`src/logic/drain_monitor.sv`:
```
`timescale 1ns/1ps

module drain_monitor (
    input  logic  rd_clk,
    input  logic  reset,
    input  logic  enable_rd,     // wr_clk level, synchronized here
    input  logic  flush_done,
    input  logic  start_seen,
    input  logic  clear_errors,
    input  logic  empty,
    input  logic  underflow,
    output logic  capture_done_out,
    output logic  underflow_sticky
);

    logic [1:0]  enable_q;
    logic        empty_q;
    logic        done_pend;  // flush arrived, waiting for drain

    always_ff @(posedge rd_clk) begin
        if (reset) begin
            enable_q         <= 2'b00;
            empty_q          <= 1'b0;
            done_pend        <= 1'b0;
            capture_done_out <= 1'b0;
        end else begin
            enable_q         <= {enable_q[0], enable_rd};
            empty_q          <= empty;
            capture_done_out <= 1'b0;
            if (!enable_q[1] || start_seen) begin
                done_pend <= 1'b0;
            end else if (flush_done) begin
                done_pend <= 1'b1;
            end else if (done_pend && empty && empty_q) begin
                done_pend        <= 1'b0;
                capture_done_out <= 1'b1;  // empty on two cycles in a row
            end
        end
    end

    always_ff @(posedge rd_clk) begin
        if (reset)
            underflow_sticky <= 1'b0;
        else if (start_seen || clear_errors)
            underflow_sticky <= 1'b0;
        else if (underflow)
            underflow_sticky <= 1'b1;
    end

endmodule

```
`config.mk`:
```
export PLATFORM = sky130hd
export DESIGN_NAME = drain_monitor
export DESIGN_NICKNAME = d
export VERILOG_FILES = /design/src/logic/drain_monitor.sv
export SDC_FILE = /design/constraint.sdc
export NUM_CORES = 1
export LEC_CHECK = 0
export ABC_AREA = 1
export ABC_CLOCK_PERIOD_IN_PS = 800
export BUFFER_PORTS_ARGS = -buffer_cell sky130_fd_sc_hd__buf_4
export CAP_MARGIN = 40
export CORE_AREA = 5 5 42 44
export DETAILED_ROUTE_END_ITERATION = 12
export DIE_AREA = 0 0 47 49
export GPL_TIMING_DRIVEN = 0
export PLACE_DENSITY = 0.41
export SLEW_MARGIN = 20
export SYNTH_ARGS = -nofsm -noshare
export SYNTH_HDL_FRONTEND = slang
export SYNTH_SLANG_ARGS = --single-unit
```
`constraint.sdc`:
```
create_clock -name rd_clk -period 0.8 [get_ports rd_clk]
set_input_delay 0.04 -clock rd_clk [delete_from_list [all_inputs] [get_ports rd_clk]]
set_output_delay 0.04 -clock rd_clk [all_outputs]
set_load 0.05 [all_outputs]
```
==> metrics.md <==
| Metric | Value |
|---|---|
| Reg-to-Reg End | done_pend |
| Slowest stage cell on the critical path | dfxtp_2 |
| Syn_area_per_cell | 7.796 sq um |
| Ordered cell list for the critical path | buf_6 |
| Synthesis-to-finish area growth | 73.46% |
| FF-to-FF setup slack | 0.17 ns |
| Max incr delay on CP | 0.32 ns |
| R2R depth | 4 |
| FF+latch count, synth | 6 |
| Total wire length | 427 um |
| Largest family of logic cells by synthesized area | simple AND/OR/NAND/NOR gates |
| Leak | 0.1630 nW |
| PortBufs | 9 |
| Die height | 49 um |
| Vias per cell | 3.596 |
| Multiplexer share of the synthesized area | 0% |
| WP data arrival | 0.71 ns |
| Cell family with most CP delay | flip-flops |
| DP Wirelength | 313.5 um |
| Sink count of the clock tree | 6 |
| Power Dens Cells | 1882 nW/um^2 |
| Initial Util | 14.46% |
| Drt wl/cell | 7.491 um |
| Num CTS Buffers | 3 |
| Final setup violation count | 0 |
| Remaining DRCs | 0 |
| Setup TNS | 0 ns |
| Die area | 2303 sq um |
| DR pass1 iterations | 1 |
| RePlAce Congestion | 0.5785 |
| Area fraction in compound gates after synthesis | 2.469% |
| Setup Buffers After CTS | 0 |
| Pins Over Slew Limit | 0 |
| Sequential-to-total area share from yosys stat | 59.26% |
| Hold_sp | empty |
| Post-Synth Adder-Cell Area | 0% |
| Setup Skew | 0.002944 ns |
| Clock transition at path regs | 0.05 ns |
| Worst-Margin Slew | 0.1448 ns |
| CTS H-tree depth | 1 |
| Status | finished, final reports clean |
| Pre-CTS setup slack | 0.1583 ns |
| RR Startpoint | done_pend |
| Worst hold path depth | 3 |
| Synth Area in XOR/XNOR | 0% |
| Startpoint Class | flop |
| Chip Width | 47 um |
| Crit path max fanout | 2 |
| DRT iter0 DRCs | 0 |
| Initial antenna violation count | 0 |
| Worst vdd ir | 0.9176 mV |
| Row count | 14 |
| Min cycle time layout | 0.7540 ns |
| Top Ports | 10 |
| Layout cells sized above 1 | 34.15% |
| Clock Path Buffers | 2 |
| Post-Syn Nets | 34 |
| Core ar. | 1401 sq um |
| Largest net degree at the start of global routing | 4 |
| Synth Area in Simple Gates | 29.01% |
| Routed Antenna Nets | 0 |
| Hold path endpoint | empty_q |
| YS warnings | 0 |
| Fin nets | 51 |
| CTS Root Cell | clkbuf_4 |
| GR Overflow Total | 0 |
| Worst rel slew slack | 90.24% |
| Fmax | 1.326 GHz |
| RSZ-0062 raised after global routing | no |
| All-Layer GR Usage | 4.866% |
| CTS tree | yes |
| Syn Inst Count | 26 |
| Max Cap Viol | 0 |
| Cell area after synthesis | 202.7 sq um |
| DR vias | 205 |
| Worst skew pair latency | 0.24 ns |
| Worst Path Buf+Inv | 1 |
| Count of final hold-check violations | 0 |
| First-pass GRT wire length | 717 um |
| Setup WS post-layout | 0.04600 ns |
| Worst hold path class | input port to flop |
| Final period utilization | 94.25% |
| Fill cells | 171 |
| Required @ worst endpoint | 0.76 ns |
| Crit Path Class | flop to output port |
| Synth cell types | 8 |
| CP Depth | 1 |
| Vias in the first global route | 203 |
| N_diodes | 0 |
| Setup crit end kind | output port |
## stage by stage
stage | power, mW | hold slack (ns) | instances | area [sq um] | util [%]
global placement | 0.3728 | 0.1926 | 51 | 291.5 | 20.80
detailed placement | 0.3734 | 0.1949 | 51 | 291.5 | 20.80
finish | 0.6618 | 0.02761 | 57 | 351.6 | 25.09
floorplan | 0.3378 | 0.1050 | 26 | 203.9 | -
global route | 0.7076 | 0.02336 | 57 | 351.6 | 25.09
CTS | 0.6800 | 0.02242 | 57 | 344.1 | 24.55
## registers in the layout, summed over array words and instances (netlist names)
name              count
capture_done_out      1
underflow_sticky      1
enable_q              2
done_pend             1
empty_q               1
## power breakdown
| part | leakage [nW] | total [mW] | switching, mW | internal, mW |
|---|---|---|---|---|
| registers | 0.0496 | 0.313 | 0.00371 | 0.309 |
| clock network | 0.0138 | 0.283 | 0.113 | 0.170 |
| logic | 0.0996 | 0.0660 | 0.0256 | 0.0404 |
## layout make-up
class                      instances  area (sq um)  area share (%)
sequential                         6         121.4           34.52
timing repair buffer              12         105.1           29.89
multi-input combinational         15         63.81           18.15
clock buffer                       3         22.52           6.406
tap                               16         20.02           5.694
inverter                           5         18.77           5.338
## worst reg2reg max path, delay by kind of cell (launching register included)
family                 cells  cell delay [ns]
buffers and inverters      1             0.04
and+or+nand+nor            3             0.19
DFF                        1             0.34
## layout by cell type (no fill, tap or decap)
cell,n
buf_4,7
buf_6,2
clkbuf_4,3
dfxtp_1,5
dfxtp_2,1
dlygate4sd3_1,3
inv_1,5
nand2_1,4
nand3_1,1
nand4_1,1
nor2_1,7
nor2_2,1
o21ai_0,1
## cell families after synthesis
| group | Yosys count |
|---|---|
| flip-flops | 6 |
| AO/OA/AOI/OAI | 1 |
| AND/OR/NAND/NOR | 14 |
| buffers and inverters | 5 |
## repair_timing
action | 4_1_cts | 5_1_grt
gates resized for setup | 0 | 2
setup endpoints to repair | 0 | 2
endpoints found under the hold margin | 4 | 0
hold buffers | 3 | 0
## Yosys cell counts
master   n  area share, %
nand2_1  4            7.4
nor2_2   1            3.1
nand3_1  1            2.5
nor2_1   7             13
nand4_1  1            3.1
inv_1    5            9.3
o21ai_0  1            2.5
dfxtp_1  6             59
## metal layers
layer  part of all wire, %  GRT usage [%]  wire length [um]  vias to the layer above
met5                     0              0                 0                        -
met4                   1.2          2.765                 5                        0
met3                    11          5.535                45                        2
met2                    47          6.561               199                        8
met1                    41          4.194               176                       87
li1                      -              -                 -                      108
## how the worst max path moves through the flow
stage / startpoint / to / slack [ns]
6_report: underflow_sticky / underflow_sticky / 0.05
5_1_grt: capture_done_out / capture_done_out / 0.006
4_1_cts: underflow_sticky / underflow_sticky / 0.007
3_5_place_dp: done_pend / done_pend / 0.16
3_3_place_gp: done_pend / done_pend / 0.16
2_1_floorplan: underflow_sticky / underflow_sticky / 0.06
No activity file was read; power rests on OpenSTA's default activity.
