File: src/logic/capture_pkg.sv
package capture_pkg;

    localparam int sample_w   = 18;  // front end sample width
    localparam int word_w     = 64;  // fifo and memory word
    localparam int axi_addr_w = 4;
    localparam int axi_data_w = 32;

    typedef enum logic {
        mode_sample = 1'b0,  // full 18-bit samples
        mode_byte   = 1'b1   // low byte of each sample only
    } pack_mode_e;

    // register map, byte offsets
    localparam logic [axi_addr_w-1:0] reg_ctrl   = 4'h0;  // bit0 enable, bit1 mode
    localparam logic [axi_addr_w-1:0] reg_cmd    = 4'h4;  // start, stop, clear errors
    localparam logic [axi_addr_w-1:0] reg_status = 4'h8;  // overflow, underflow, capturing

endpackage

File: src/logic/capture_regs.sv
`timescale 1ns/1ps

module capture_regs #(
    parameter int sync_stages = 2
) (
    input  logic                                  wr_clk,
    input  logic                                  reset,
    input  logic [capture_pkg::axi_addr_w-1:0]    awaddr,
    input  logic                                  awvalid,
    output logic                                  awready,
    input  logic [capture_pkg::axi_data_w-1:0]    wdata,
    input  logic [capture_pkg::axi_data_w/8-1:0]  wstrb,
    input  logic                                  wvalid,
    output logic                                  wready,
    output logic [1:0]                            bresp,
    output logic                                  bvalid,
    input  logic                                  bready,
    input  logic [capture_pkg::axi_addr_w-1:0]    araddr,
    input  logic                                  arvalid,
    output logic                                  arready,
    output logic [capture_pkg::axi_data_w-1:0]    rdata,
    output logic [1:0]                            rresp,
    output logic                                  rvalid,
    input  logic                                  rready,
    input  logic                                  overflow_sticky,
    input  logic                                  underflow_sticky,  // rd_clk domain
    input  logic                                  capturing,
    output logic                                  enable,
    output capture_pkg::pack_mode_e               mode,
    output logic                                  capture_start,
    output logic                                  capture_stop,
    output logic                                  clear_errors
);

    logic                                wr_fire;
    logic                                rd_fire;
    logic [sync_stages-1:0]              uf_sync;  // underflow flag into wr_clk
    logic [capture_pkg::axi_data_w-1:0]  ctrl_word;
    logic [capture_pkg::axi_data_w-1:0]  status_word;

    assign wr_fire = awready & awvalid & wvalid;
    assign rd_fire = arready & arvalid;
    assign bresp   = 2'b00;  // always OKAY
    assign rresp   = 2'b00;

    assign ctrl_word   = {{(capture_pkg::axi_data_w-2){1'b0}}, mode, enable};
    assign status_word = {{(capture_pkg::axi_data_w-3){1'b0}}, capturing,
                          uf_sync[sync_stages-1], overflow_sticky};

    // write channel: address and data taken together
    always_ff @(posedge wr_clk) begin
        if (reset) begin
            awready <= 1'b0;
            wready  <= 1'b0;
            bvalid  <= 1'b0;
        end else begin
            awready <= awvalid & wvalid & ~awready & ~bvalid;
            wready  <= awvalid & wvalid & ~awready & ~bvalid;
            if (wr_fire)
                bvalid <= 1'b1;
            else if (bready)
                bvalid <= 1'b0;  // held until taken
        end
    end

    always_ff @(posedge wr_clk) begin
        if (reset) begin
            enable        <= 1'b0;
            mode          <= capture_pkg::mode_sample;
            capture_start <= 1'b0;
            capture_stop  <= 1'b0;
            clear_errors  <= 1'b0;
        end else begin
            capture_start <= 1'b0;  // commands are single pulses
            capture_stop  <= 1'b0;
            clear_errors  <= 1'b0;
            if (wr_fire && wstrb[0]) begin
                if (awaddr == capture_pkg::reg_ctrl) begin
                    enable <= wdata[0];
                    mode   <= capture_pkg::pack_mode_e'(wdata[1]);
                end
                if (awaddr == capture_pkg::reg_cmd) begin
                    capture_start <= wdata[0];
                    capture_stop  <= wdata[1];
                    clear_errors  <= wdata[2];
                end
            end
        end
    end

    // read channel
    always_ff @(posedge wr_clk) begin
        if (reset) begin
            arready <= 1'b0;
            rvalid  <= 1'b0;
            uf_sync <= '0;
        end else begin
            arready <= arvalid & ~arready & ~rvalid;
            uf_sync <= {uf_sync[sync_stages-2:0], underflow_sticky};
            if (rd_fire)
                rvalid <= 1'b1;
            else if (rready)
                rvalid <= 1'b0;
        end
    end

    always_ff @(posedge wr_clk) begin
        if (rd_fire) begin
            case (araddr)
                capture_pkg::reg_ctrl:   rdata <= ctrl_word;
                capture_pkg::reg_status: rdata <= status_word;
                default:                 rdata <= '0;  // cmd and holes read zero
            endcase
        end
    end

endmodule

File: config.mk
export PLATFORM = sky130hd
export DESIGN_NAME = capture_regs
export DESIGN_NICKNAME = d
export VERILOG_FILES = /design/src/logic/capture_pkg.sv /design/src/logic/capture_regs.sv
export SDC_FILE = /design/constraint.sdc
export NUM_CORES = 1
export LEC_CHECK = 0
export BUFFER_PORTS_ARGS = -buffer_cell sky130_fd_sc_hd__buf_2
export CORE_MARGIN = 2
export CORE_UTILIZATION = 29
export DETAILED_ROUTE_END_ITERATION = 8
export GPL_TIMING_DRIVEN = 1
export PLACE_DENSITY = 0.76
export SYNTH_ARGS = -nofsm -noshare
export SYNTH_HDL_FRONTEND = slang
export SYNTH_SLANG_ARGS = --single-unit
File: constraint.sdc
create_clock -name wr_clk -period 0.9 [get_ports wr_clk]
set_input_delay 0.09 -clock wr_clk [delete_from_list [all_inputs] [get_ports wr_clk]]
set_output_delay 0.09 -clock wr_clk [all_outputs]
set_load 0.03 [all_outputs]
==> flow_summary.yaml <==
finish:
  n_fill_cell: 287
  drive_above_1_share: 0.434
  final_nets: 177
  areaGrowthSynthToFinish_pct: 23.6
  antenna_cells: 0
critical_path:
  arrival_ns: 0.87
  worstPathMaxFanout: 3
  cp_cell_sequence: "buf_6, buf_6"
  start_kind: "flop"
  path_class: "reg -> out"
  cp_slowest_cell: "dfxtp_4"
  worstPathRequired_ns: 0.81
  slowest_delay_ns: 0.35
  endpoint_kind: "output port"
  crit_top_cell: "buf_6"
logic_synthesis:
  yosysMostFrequentCell: "buf_4"
  avgSynthCellArea_sq_um: 9.66
  ys_types: 24
  ys_top_cells_by_area: "buf_4 (32%), dfxtp_1 (27%), edfxtp_1 (11%)"
  yosysWarnings: 0
  netlist_area_sq_um: 802
  synth-seq-area-share: 0.387
  netlist_top_cells_count: "buf_4 (34), dfxtp_1 (11), a21oi_1 (4), and2_1 (4), nor4_1 (4)"
  syn-instance-count: 83
  synth_top_area_frac: 0.318
  synthFlopType: "dfxtp_1"
  synth_edf_count: 3
  yosys.area.top_type: "buf_4"
  synthArstFlopShare: 0
  ys_ff_latch: 14
route:
  dr.first_iter.drc_count: 2
  drc: 0
  firstDrtPassIters: 2
  viasPerCell: 3.93
  drt_wl_total_um: 1390
  postRouteAntennaNets: 0
  wire_per_inst_um: 9.10
  vias: 602
power:
  irDropWorstVdd_mv: 0.874
  p_leak_nw: 0.494
  power.total_mw: 1.34
  p_per_area_nw_per_um2: 1350
die:
  die_area_sq_um: 3200
  core-area_sq_um: 2690
  initial_core_util: 0.299
  die_h_um: 56.6
  die_w_um: 56.6
  row_count: 19
  io_pins: 100
grt:
  grt_pass1_wl_um: 2000
  grt_pass1_vias: 491
  grtUsageTotal: 0.0794
  antenna_found_initial: 0
  globalRouteOverflowTotal: 0
  grt_max_degree: 9
clock_network:
  clock_path_buffers: 2
  cts_buffers: 3
  clk_pin_slew_ns: 0.08
  root_buffer: "clkbuf_4"
  cts_tree: "yes"
  clkSinkCount: 14
  htree_levels: 1
  clkLatencyLatePin_ns: 0.27
timing:
  setup_violations: 3
  timing.final.crit_share: 1.06
  maxSlewViolCount: 0
  setup_ws_ns: -0.0564
  finClkSkew_ns: 0.00300
  hold-worst-slack_ns: 0.0315
  rsz0062_at_grt: "true"
  fmaxAchievable_ghz: 1.05
  min_period_ns: 0.956
  finalHoldViolCount: 0
placed_design:
  port_buffers: 34
  pre_cts_ws_ns: -0.185
  place_hpwl_um: 1120
  place.gp.congestion: 0.732
hold_path:
  hold_class: "in -> reg"
status:
  failed_checks: "setup timing"
  status: "finished with violations"
run:
  maxCapViolCount: 0
worst paths after layout:
kind	start	to	slack [ns]	cells after the start
max	wready	awready	-0.06	2
min	wdata[2]	clear_errors	0.03	2
max reg2reg	wready	clear_errors	0	3
min reg2reg	arready	arready	0.42	1
per-layer routing:
layer | part of all wire | up-vias | GRT usage
li1 | - | 296 | -
met2 | 0.54 | 39 | 0.146
met5 | 0 | - | 0
met1 | 0.33 | 265 | 0.0780
met4 | 0.0043 | 0 | 0.0510
met3 | 0.13 | 2 | 0.0184
sequential cells by signal, summed over array words and instances, names as in the netlist:
name / count
capture_start: 1
bvalid: 1
rdata: 3
mode: 1
capture_stop: 1
arready: 1
rvalid: 1
wready: 1
clear_errors: 1
enable: 1
uf_sync: 2
where the power goes:
part / internal [mW] / leakage [nW] / switching, mW
clock: 0.160 / 0.0154 / 0.186
sequential: 0.651 / 0.124 / 0.00697
combinational: 0.0810 / 0.354 / 0.255
through the flow:
step / cells / setup TNS (ns) / util / cell area, sq um
detailed placement: 148 / -0.889 / 0.334 / 897
global placement: 148 / -0.869 / 0.334 / 897
floorplan: 115 / -0.329 / - / 936
CTS: 152 / -0.176 / 0.360 / 967
global route: 153 / -0.691 / 0.369 / 991
finish: 153 / -0.111 / 0.369 / 991
critical path, delay by kind of cell, from the launching register on:
kind,cells,cell delay [ns]
buf+inv,2,0.25
flops,1,0.35
logic make-up (layout without fill, tap and decap cells):
kind of cell    Yosys count  count (layout)  synth area share
mux                       2               2            0.0250
flops                    14              14             0.387
other cells               1              33           0.00468
compound gates            6               6            0.0374
buf+inv                  36              43             0.337
simple gates             24              24             0.209
what timing repair did:
action	CTS	global route
hold endpoints to repair	0	0
buffers inserted	0	1
pin swaps	2	1
resized for setup	16	9
endpoints found under the setup margin	12	15
hold buffers	0	0
area by class of cell:
type	count	area, sq um	share of cell area
clock buffers	3	22.5	0.0227
clock inverters	1	3.75	0.00379
inverters	1	3.75	0.00379
multi-input cells	65	350	0.354
flip-flops and latches	14	320	0.323
well taps	31	38.8	0.0391
repair buffers	38	251	0.254
cell usage in the layout (no fill, tap or decap), types with 2 or more instances in the layout:
| cell | instances |
|---|---|
| conb_1 | 33 |
| buf_2 | 24 |
| buf_4 | 7 |
| buf_6 | 7 |
| dfxtp_2 | 5 |
| dfxtp_1 | 5 |
| a21oi_1 | 4 |
| nor4_1 | 3 |
| and2_1 | 3 |
| clkbuf_4 | 3 |
| edfxtp_1 | 3 |
| mux2i_1 | 2 |
| nand2_1 | 2 |
| and2b_2 | 2 |
| o21ai_1 | 2 |
| nand4b_1 | 2 |
Note: power is estimated with default switching activity, not from simulation.
