[config.mk]
export PLATFORM = sky130hd
export DESIGN_NAME = sample_packer
export DESIGN_NICKNAME = d
export VERILOG_FILES = /design/src/logic/capture_pkg.sv /design/src/logic/sample_packer.sv
export SDC_FILE = /design/constraint.sdc
export NUM_CORES = 1
export LEC_CHECK = 0
export BUFFER_PORTS_ARGS = -buffer_cell sky130_fd_sc_hd__buf_2
export CAP_MARGIN = 20
export CORE_MARGIN = 3
export CORE_UTILIZATION = 30
export DETAILED_ROUTE_END_ITERATION = 8
export HOLD_SLACK_MARGIN = 0.08
export PLACE_DENSITY_LB_ADDON = 0.05
export SETUP_SLACK_MARGIN = 0.4
export SYNTH_ARGS = -nofsm -noshare
export SYNTH_HDL_FRONTEND = slang
export SYNTH_SLANG_ARGS = --single-unit
export TNS_END_PERCENT = 1
[constraint.sdc]
create_clock -name wr_clk -period 3.4 [get_ports wr_clk]
set_input_delay 0.17 -clock wr_clk [delete_from_list [all_inputs] [get_ports wr_clk]]
set_output_delay 0.17 -clock wr_clk [all_outputs]
set_load 0.02 [all_outputs]
[src/logic/capture_pkg.sv]
package capture_pkg;

    localparam int sample_w   = 18;  // front end sample width
    localparam int word_w     = 64;  // fifo and memory word
    localparam int axi_addr_w = 4;
    localparam int axi_data_w = 32;

    typedef enum logic {
        mode_sample = 1'b0,  // full 18-bit samples
        mode_byte   = 1'b1   // low byte of each sample only
    } pack_mode_e;

    // register map, byte offsets
    localparam logic [axi_addr_w-1:0] reg_ctrl   = 4'h0;  // bit0 enable, bit1 mode
    localparam logic [axi_addr_w-1:0] reg_cmd    = 4'h4;  // start, stop, clear errors
    localparam logic [axi_addr_w-1:0] reg_status = 4'h8;  // overflow, underflow, capturing

endpackage

[src/logic/sample_packer.sv]
`timescale 1ns/1ps

module sample_packer (
    input  logic                               wr_clk,
    input  logic                               reset,
    input  logic                               enable,
    input  capture_pkg::pack_mode_e            mode,
    input  logic                               capture_start,
    input  logic                               capture_stop,
    input  logic                               clear_errors,
    input  logic [capture_pkg::sample_w-1:0]   sample_data,
    input  logic                               sample_valid,
    input  logic                               full,
    input  logic                               overflow,
    output logic                               wr_en,
    output logic [capture_pkg::word_w-1:0]     wr_data,
    output logic                               overflow_sticky,
    output logic                               capturing,
    output logic                               flush_done,
    output logic                               start_seen
);

    localparam int acc_w  = 2 * capture_pkg::word_w;
    localparam int fill_w = $clog2(acc_w) + 1;

    logic [acc_w-1:0]   acc;          // pending bits, msb aligned, zeros below
    logic [fill_w-1:0]  fill;
    logic [acc_w-1:0]   ins;
    logic [acc_w-1:0]   acc_app;      // accumulator with this sample appended
    logic [fill_w-1:0]  fill_app;
    logic               take;
    logic               flush_pend;   // stop taken, padded word due
    logic               flush_wrote;

    assign take = capturing & enable & sample_valid;

    always_comb begin
        if (mode == capture_pkg::mode_byte) begin
            ins      = {sample_data[7:0], {(acc_w-8){1'b0}}};
            fill_app = fill + fill_w'(8);
        end else begin
            ins      = {sample_data, {(acc_w-capture_pkg::sample_w){1'b0}}};
            fill_app = fill + fill_w'(capture_pkg::sample_w);
        end
        acc_app = acc | (ins >> fill);  // lands right below pending bits
    end

    always_ff @(posedge wr_clk) begin
        if (reset) begin
            acc         <= '0;
            fill        <= '0;
            wr_en       <= 1'b0;
            capturing   <= 1'b0;
            flush_pend  <= 1'b0;
            flush_wrote <= 1'b0;
            flush_done  <= 1'b0;
            start_seen  <= 1'b0;
        end else begin
            wr_en       <= 1'b0;
            flush_pend  <= 1'b0;
            flush_wrote <= 1'b0;
            flush_done  <= flush_wrote;  // one cycle behind the padded write
            start_seen  <= capture_start & enable;
            if (capture_start && enable) begin
                capturing <= 1'b1;
                acc       <= '0;
                fill      <= '0;
            end else if (capture_stop && capturing) begin
                capturing  <= 1'b0;
                flush_pend <= 1'b1;
            end else if (flush_pend) begin
                wr_en       <= (fill != '0);  // nothing pending, no write
                flush_wrote <= 1'b1;
                acc         <= '0;
                fill        <= '0;
            end else if (take) begin
                if (fill_app >= fill_w'(capture_pkg::word_w)) begin
                    wr_en <= 1'b1;
                    acc   <= acc_app << capture_pkg::word_w;
                    fill  <= fill_app - fill_w'(capture_pkg::word_w);
                end else begin
                    acc  <= acc_app;
                    fill <= fill_app;
                end
            end
        end
    end

    // top word, low bits already zero when flushing
    always_ff @(posedge wr_clk) begin
        if (flush_pend)
            wr_data <= acc[acc_w-1 -: capture_pkg::word_w];
        else
            wr_data <= acc_app[acc_w-1 -: capture_pkg::word_w];
    end

    always_ff @(posedge wr_clk) begin
        if (reset)
            overflow_sticky <= 1'b0;
        else if (capture_start || clear_errors)
            overflow_sticky <= 1'b0;
        else if (overflow || (wr_en && full))
            overflow_sticky <= 1'b1;  // set on the dropped write itself
    end

endmodule

==> reports/qor.txt <==
effective utilization at floorplan = 30.7%
initial drt markers = 1027
setup TNS = 0 ns
largest net degree at the start of global routing = 66
# rows = 66
post-synthesis compound-gate area fraction = 32.7%
critical path cell sequence = inv_4 > ha_4 > a211o_1 > nand4_1 > xnor2_2 > ha_2 > o221ai_4 > o41ai_4 > buf_12 > buf_16 > nor2_4 > nor2_4 > clkbuf_16 > o22ai_2
post-synthesis xor/xnor area fraction = 0.347%
Relative slew margins = 39.3%
Cells after Synth = 1160
Remaining DRCs = 0
gpl congestion = 0.900
TritonRoute pass-1 iters = 5
Worst R2R Setup Slack = 0.40 ns
outcome = finished clean
cell count after placement = 1682
Final ANT Viol Nets = 0
Mapped Nets = 1193
register area share after synthesis = 40.8%
Worst setup SP type = flop
full die area = 35900 um2
adder-cell share of the synthesized area = 0.619%
required time of the critical path = 3.82 ns
Crit Path Max Fanout = 8
Ys Warns = 0
minimum clock period = 3.00 ns
Synth top area share = 40.8%
vias in the first global route = 9748
crit path launch = fill[4]
Layout area overhead = 27.5%
CP Buf/Inv Count = 4
Worst EP arrival = 3.42 ns
CP dominant cell by count = nor2_4
Synth top cells by count = dfxtp_1 (206), nor2_1 (105), a21oi_1 (88)
main area contributors after synthesis = dfxtp_1 (41%), a22oi_1 (5.6%), a21oi_1 (4.4%)
Slowest-stage cell, CP = o41ai_4
crit-path leading delay family = compound AO/OA/AOI/OAI gates
count leader, synth = dfxtp_1
Power Density = 454 nW/um2
P_leak = 5.20 nW
Maximum Capacitance Violations = 0
die height = 190 um
main flop type after synthesis = dfxtp_1
worst slew pin tran = 0.911 ns
Clock Path Buffers = 3
Final Hold Viols = 0
proportion of layout cells with a drive suffix above 1 = 23.7%
Antenna Diode Count = 0
Max VDD drop = 0.000335 V
remaining global-route overflow = 0
Async S/R FF share, synth = 0%
endpoints failing setup = 0
skew final = 0.0276 ns
width of the chip = 190 um
multiplexer share of the synthesized area = 5.36%
EDFF count, synth = 0
first-pass GRT wire length = 65200 um
CP Capture Type = flop
total CTS buffers = 25
syn avg cell area = 8.71 um2
simple-gate share of the synthesized area = 15.5%
Max stage delay on crit path = 0.43 ns
DP HPWL = 30700 um
Total Power = 5.84 mW
Final period util = 88.2%
total track usage = 23.6%
mapped cell area = 10100 um2
worst min path class = in2reg
Max Slew Vio Count = 0
Distinct cells, synth = 84
TritonCTS clock tree = yes
Clk pin slew, worst setup/hold paths = 0.06 ns
CTS root buf = clkbuf_16
clk_lat worst skew = 0.55 ns
FF-to-FF Start = fill[4]
Max Clock Freq = 0.334 GHz
initial antenna violation count = 1
vias per cell = 5.86
wire per inst = 25.7 um
I/O Buffers = 96
clk sinks = 206
num ports = 97
RSZ-0062 raised after global routing = yes
area leader, netlist = dfxtp_1
FF+latch count, synth = 206
core box area = 32900 um2
Final Instance Count excl. Fillers = 1762
largest family of logic cells by synthesized area = compound AO/OA/AOI/OAI gates
WS Path Type = reg2reg
Max H-tree Level = 1
vias post-DR = 10300
Routed WL = 45400 um
min-delay src = sample_data[16]
final net count = 1335
-- kinds of logic (layout without fill, tap and decap cells) --
group / Yosys count / count (layout)
compound gates: 465 / 465
simple gates: 334 / 334
flops: 206 / 206
buf+inv: 103 / 263
mux: 43 / 43
fa+ha+maj: 5 / 5
xor+xnor: 4 / 4
-- per-layer routing --
layer | routed length (um) | share of wire (%) | global-route usage, % | vias to the layer above
met5 | 0 | 0 | 0 | -
met4 | 1590 | 3.5 | 7.71 | 0
met3 | 2580 | 5.7 | 2.89 | 79
met2 | 20500 | 45 | 37.8 | 390
met1 | 20700 | 46 | 33.1 | 5139
li1 | - | - | - | 4714
-- layout make-up --
type                       instances  area (um2)
multi-input combinational        851        5710
sequential                       206        4130
fill                            3426       20000
tap                              442         553
clock inverter                    13         211
clock buffer                      32         702
timing repair buffer             203        1510
inverter                          15        58.8
-- placed cells by master (no fill, tap or decap), drive strengths merged, types with 5 or more instances in the layout --
| master | count |
|---|---|
| a22oi | 77 |
| a21o | 53 |
| mux4 | 8 |
| o211ai | 6 |
| a31oi | 8 |
| buf | 189 |
| nand2 | 87 |
| bufinv | 5 |
| and2 | 13 |
| mux2 | 9 |
| a221o | 6 |
| nand3 | 16 |
| a211oi | 17 |
| nor3 | 54 |
| clkbuf | 36 |
| ha | 5 |
| inv | 15 |
| dfxtp | 206 |
| nor2 | 107 |
| a32oi | 10 |
| o21a | 6 |
| nor4 | 8 |
| o22ai | 38 |
| nand2b | 13 |
| or3 | 6 |
| o21bai | 11 |
| o32ai | 7 |
| dlygate4sd3 | 9 |
| o31ai | 9 |
| a222oi | 7 |
| a221oi | 24 |
| and3 | 6 |
| a21oi | 89 |
| nor2b | 7 |
| clkinv | 7 |
| mux2i | 26 |
| o21ai | 57 |
-- final timing paths --
kind,endpoint,cells past startpoint
worst max-delay path,acc[77],14
worst min-delay path,wr_data[62],3
worst max register to register,acc[77],14
worst min register to register,wr_data[18],1
-- stage by stage --
step / hold WS, ns / util, % / cell area, um2 / worst slack [ns]
2_1_floorplan: 0.239 / - / 10100 / 0.434
3_3_place_gp: 0.344 / 34.7 / 11400 / 0.271
3_5_place_dp: 0.344 / 34.7 / 11400 / 0.230
4_1_cts: 0.0818 / 37.9 / 12500 / 0.345
5_1_grt: 0.120 / 39.2 / 12900 / 0.287
6_report: 0.110 / 39.2 / 12900 / 0.403
-- flip-flops by register name, summed over array words and instances (netlist names) --
register / flops
acc: 128
capturing: 1
fill: 7
flush_done: 1
flush_pend: 1
flush_wrote: 1
overflow_sticky: 1
start_seen: 1
wr_data: 64
wr_en: 1
-- report_power, final --
part	switching [mW]	internal (mW)	leakage [nW]
clock	1.12	1.84	0.451
combinational	0.306	0.138	3.08
sequential	0.00703	2.43	1.67
total	1.43	4.41	5.20
-- worst register-to-register path: stages, from the launching register on --
cell	delay, ns
dfxtp_4	0.40
inv_4	0.05
ha_4	0.15
a211o_1	0.27
nand4_1	0.14
xnor2_2	0.14
ha_2	0.22
o221ai_4	0.11
o41ai_4	0.43
buf_12	0.20
buf_16	0.15
nor2_4	0.05
nor2_4	0.26
clkbuf_16	0.24
o22ai_2	0.07
-- timing repair --
action | CTS | global route
gates cloned | 1 | 8
setup endpoints to repair | 90 | 116
setup buffers | 1 | 16
gates resized for setup | 3 | 39
pin swaps | 2 | 11
endpoints found under the hold margin | 6 | 0
hold buffers | 9 | 0
(Power assumes the default switching activity.)
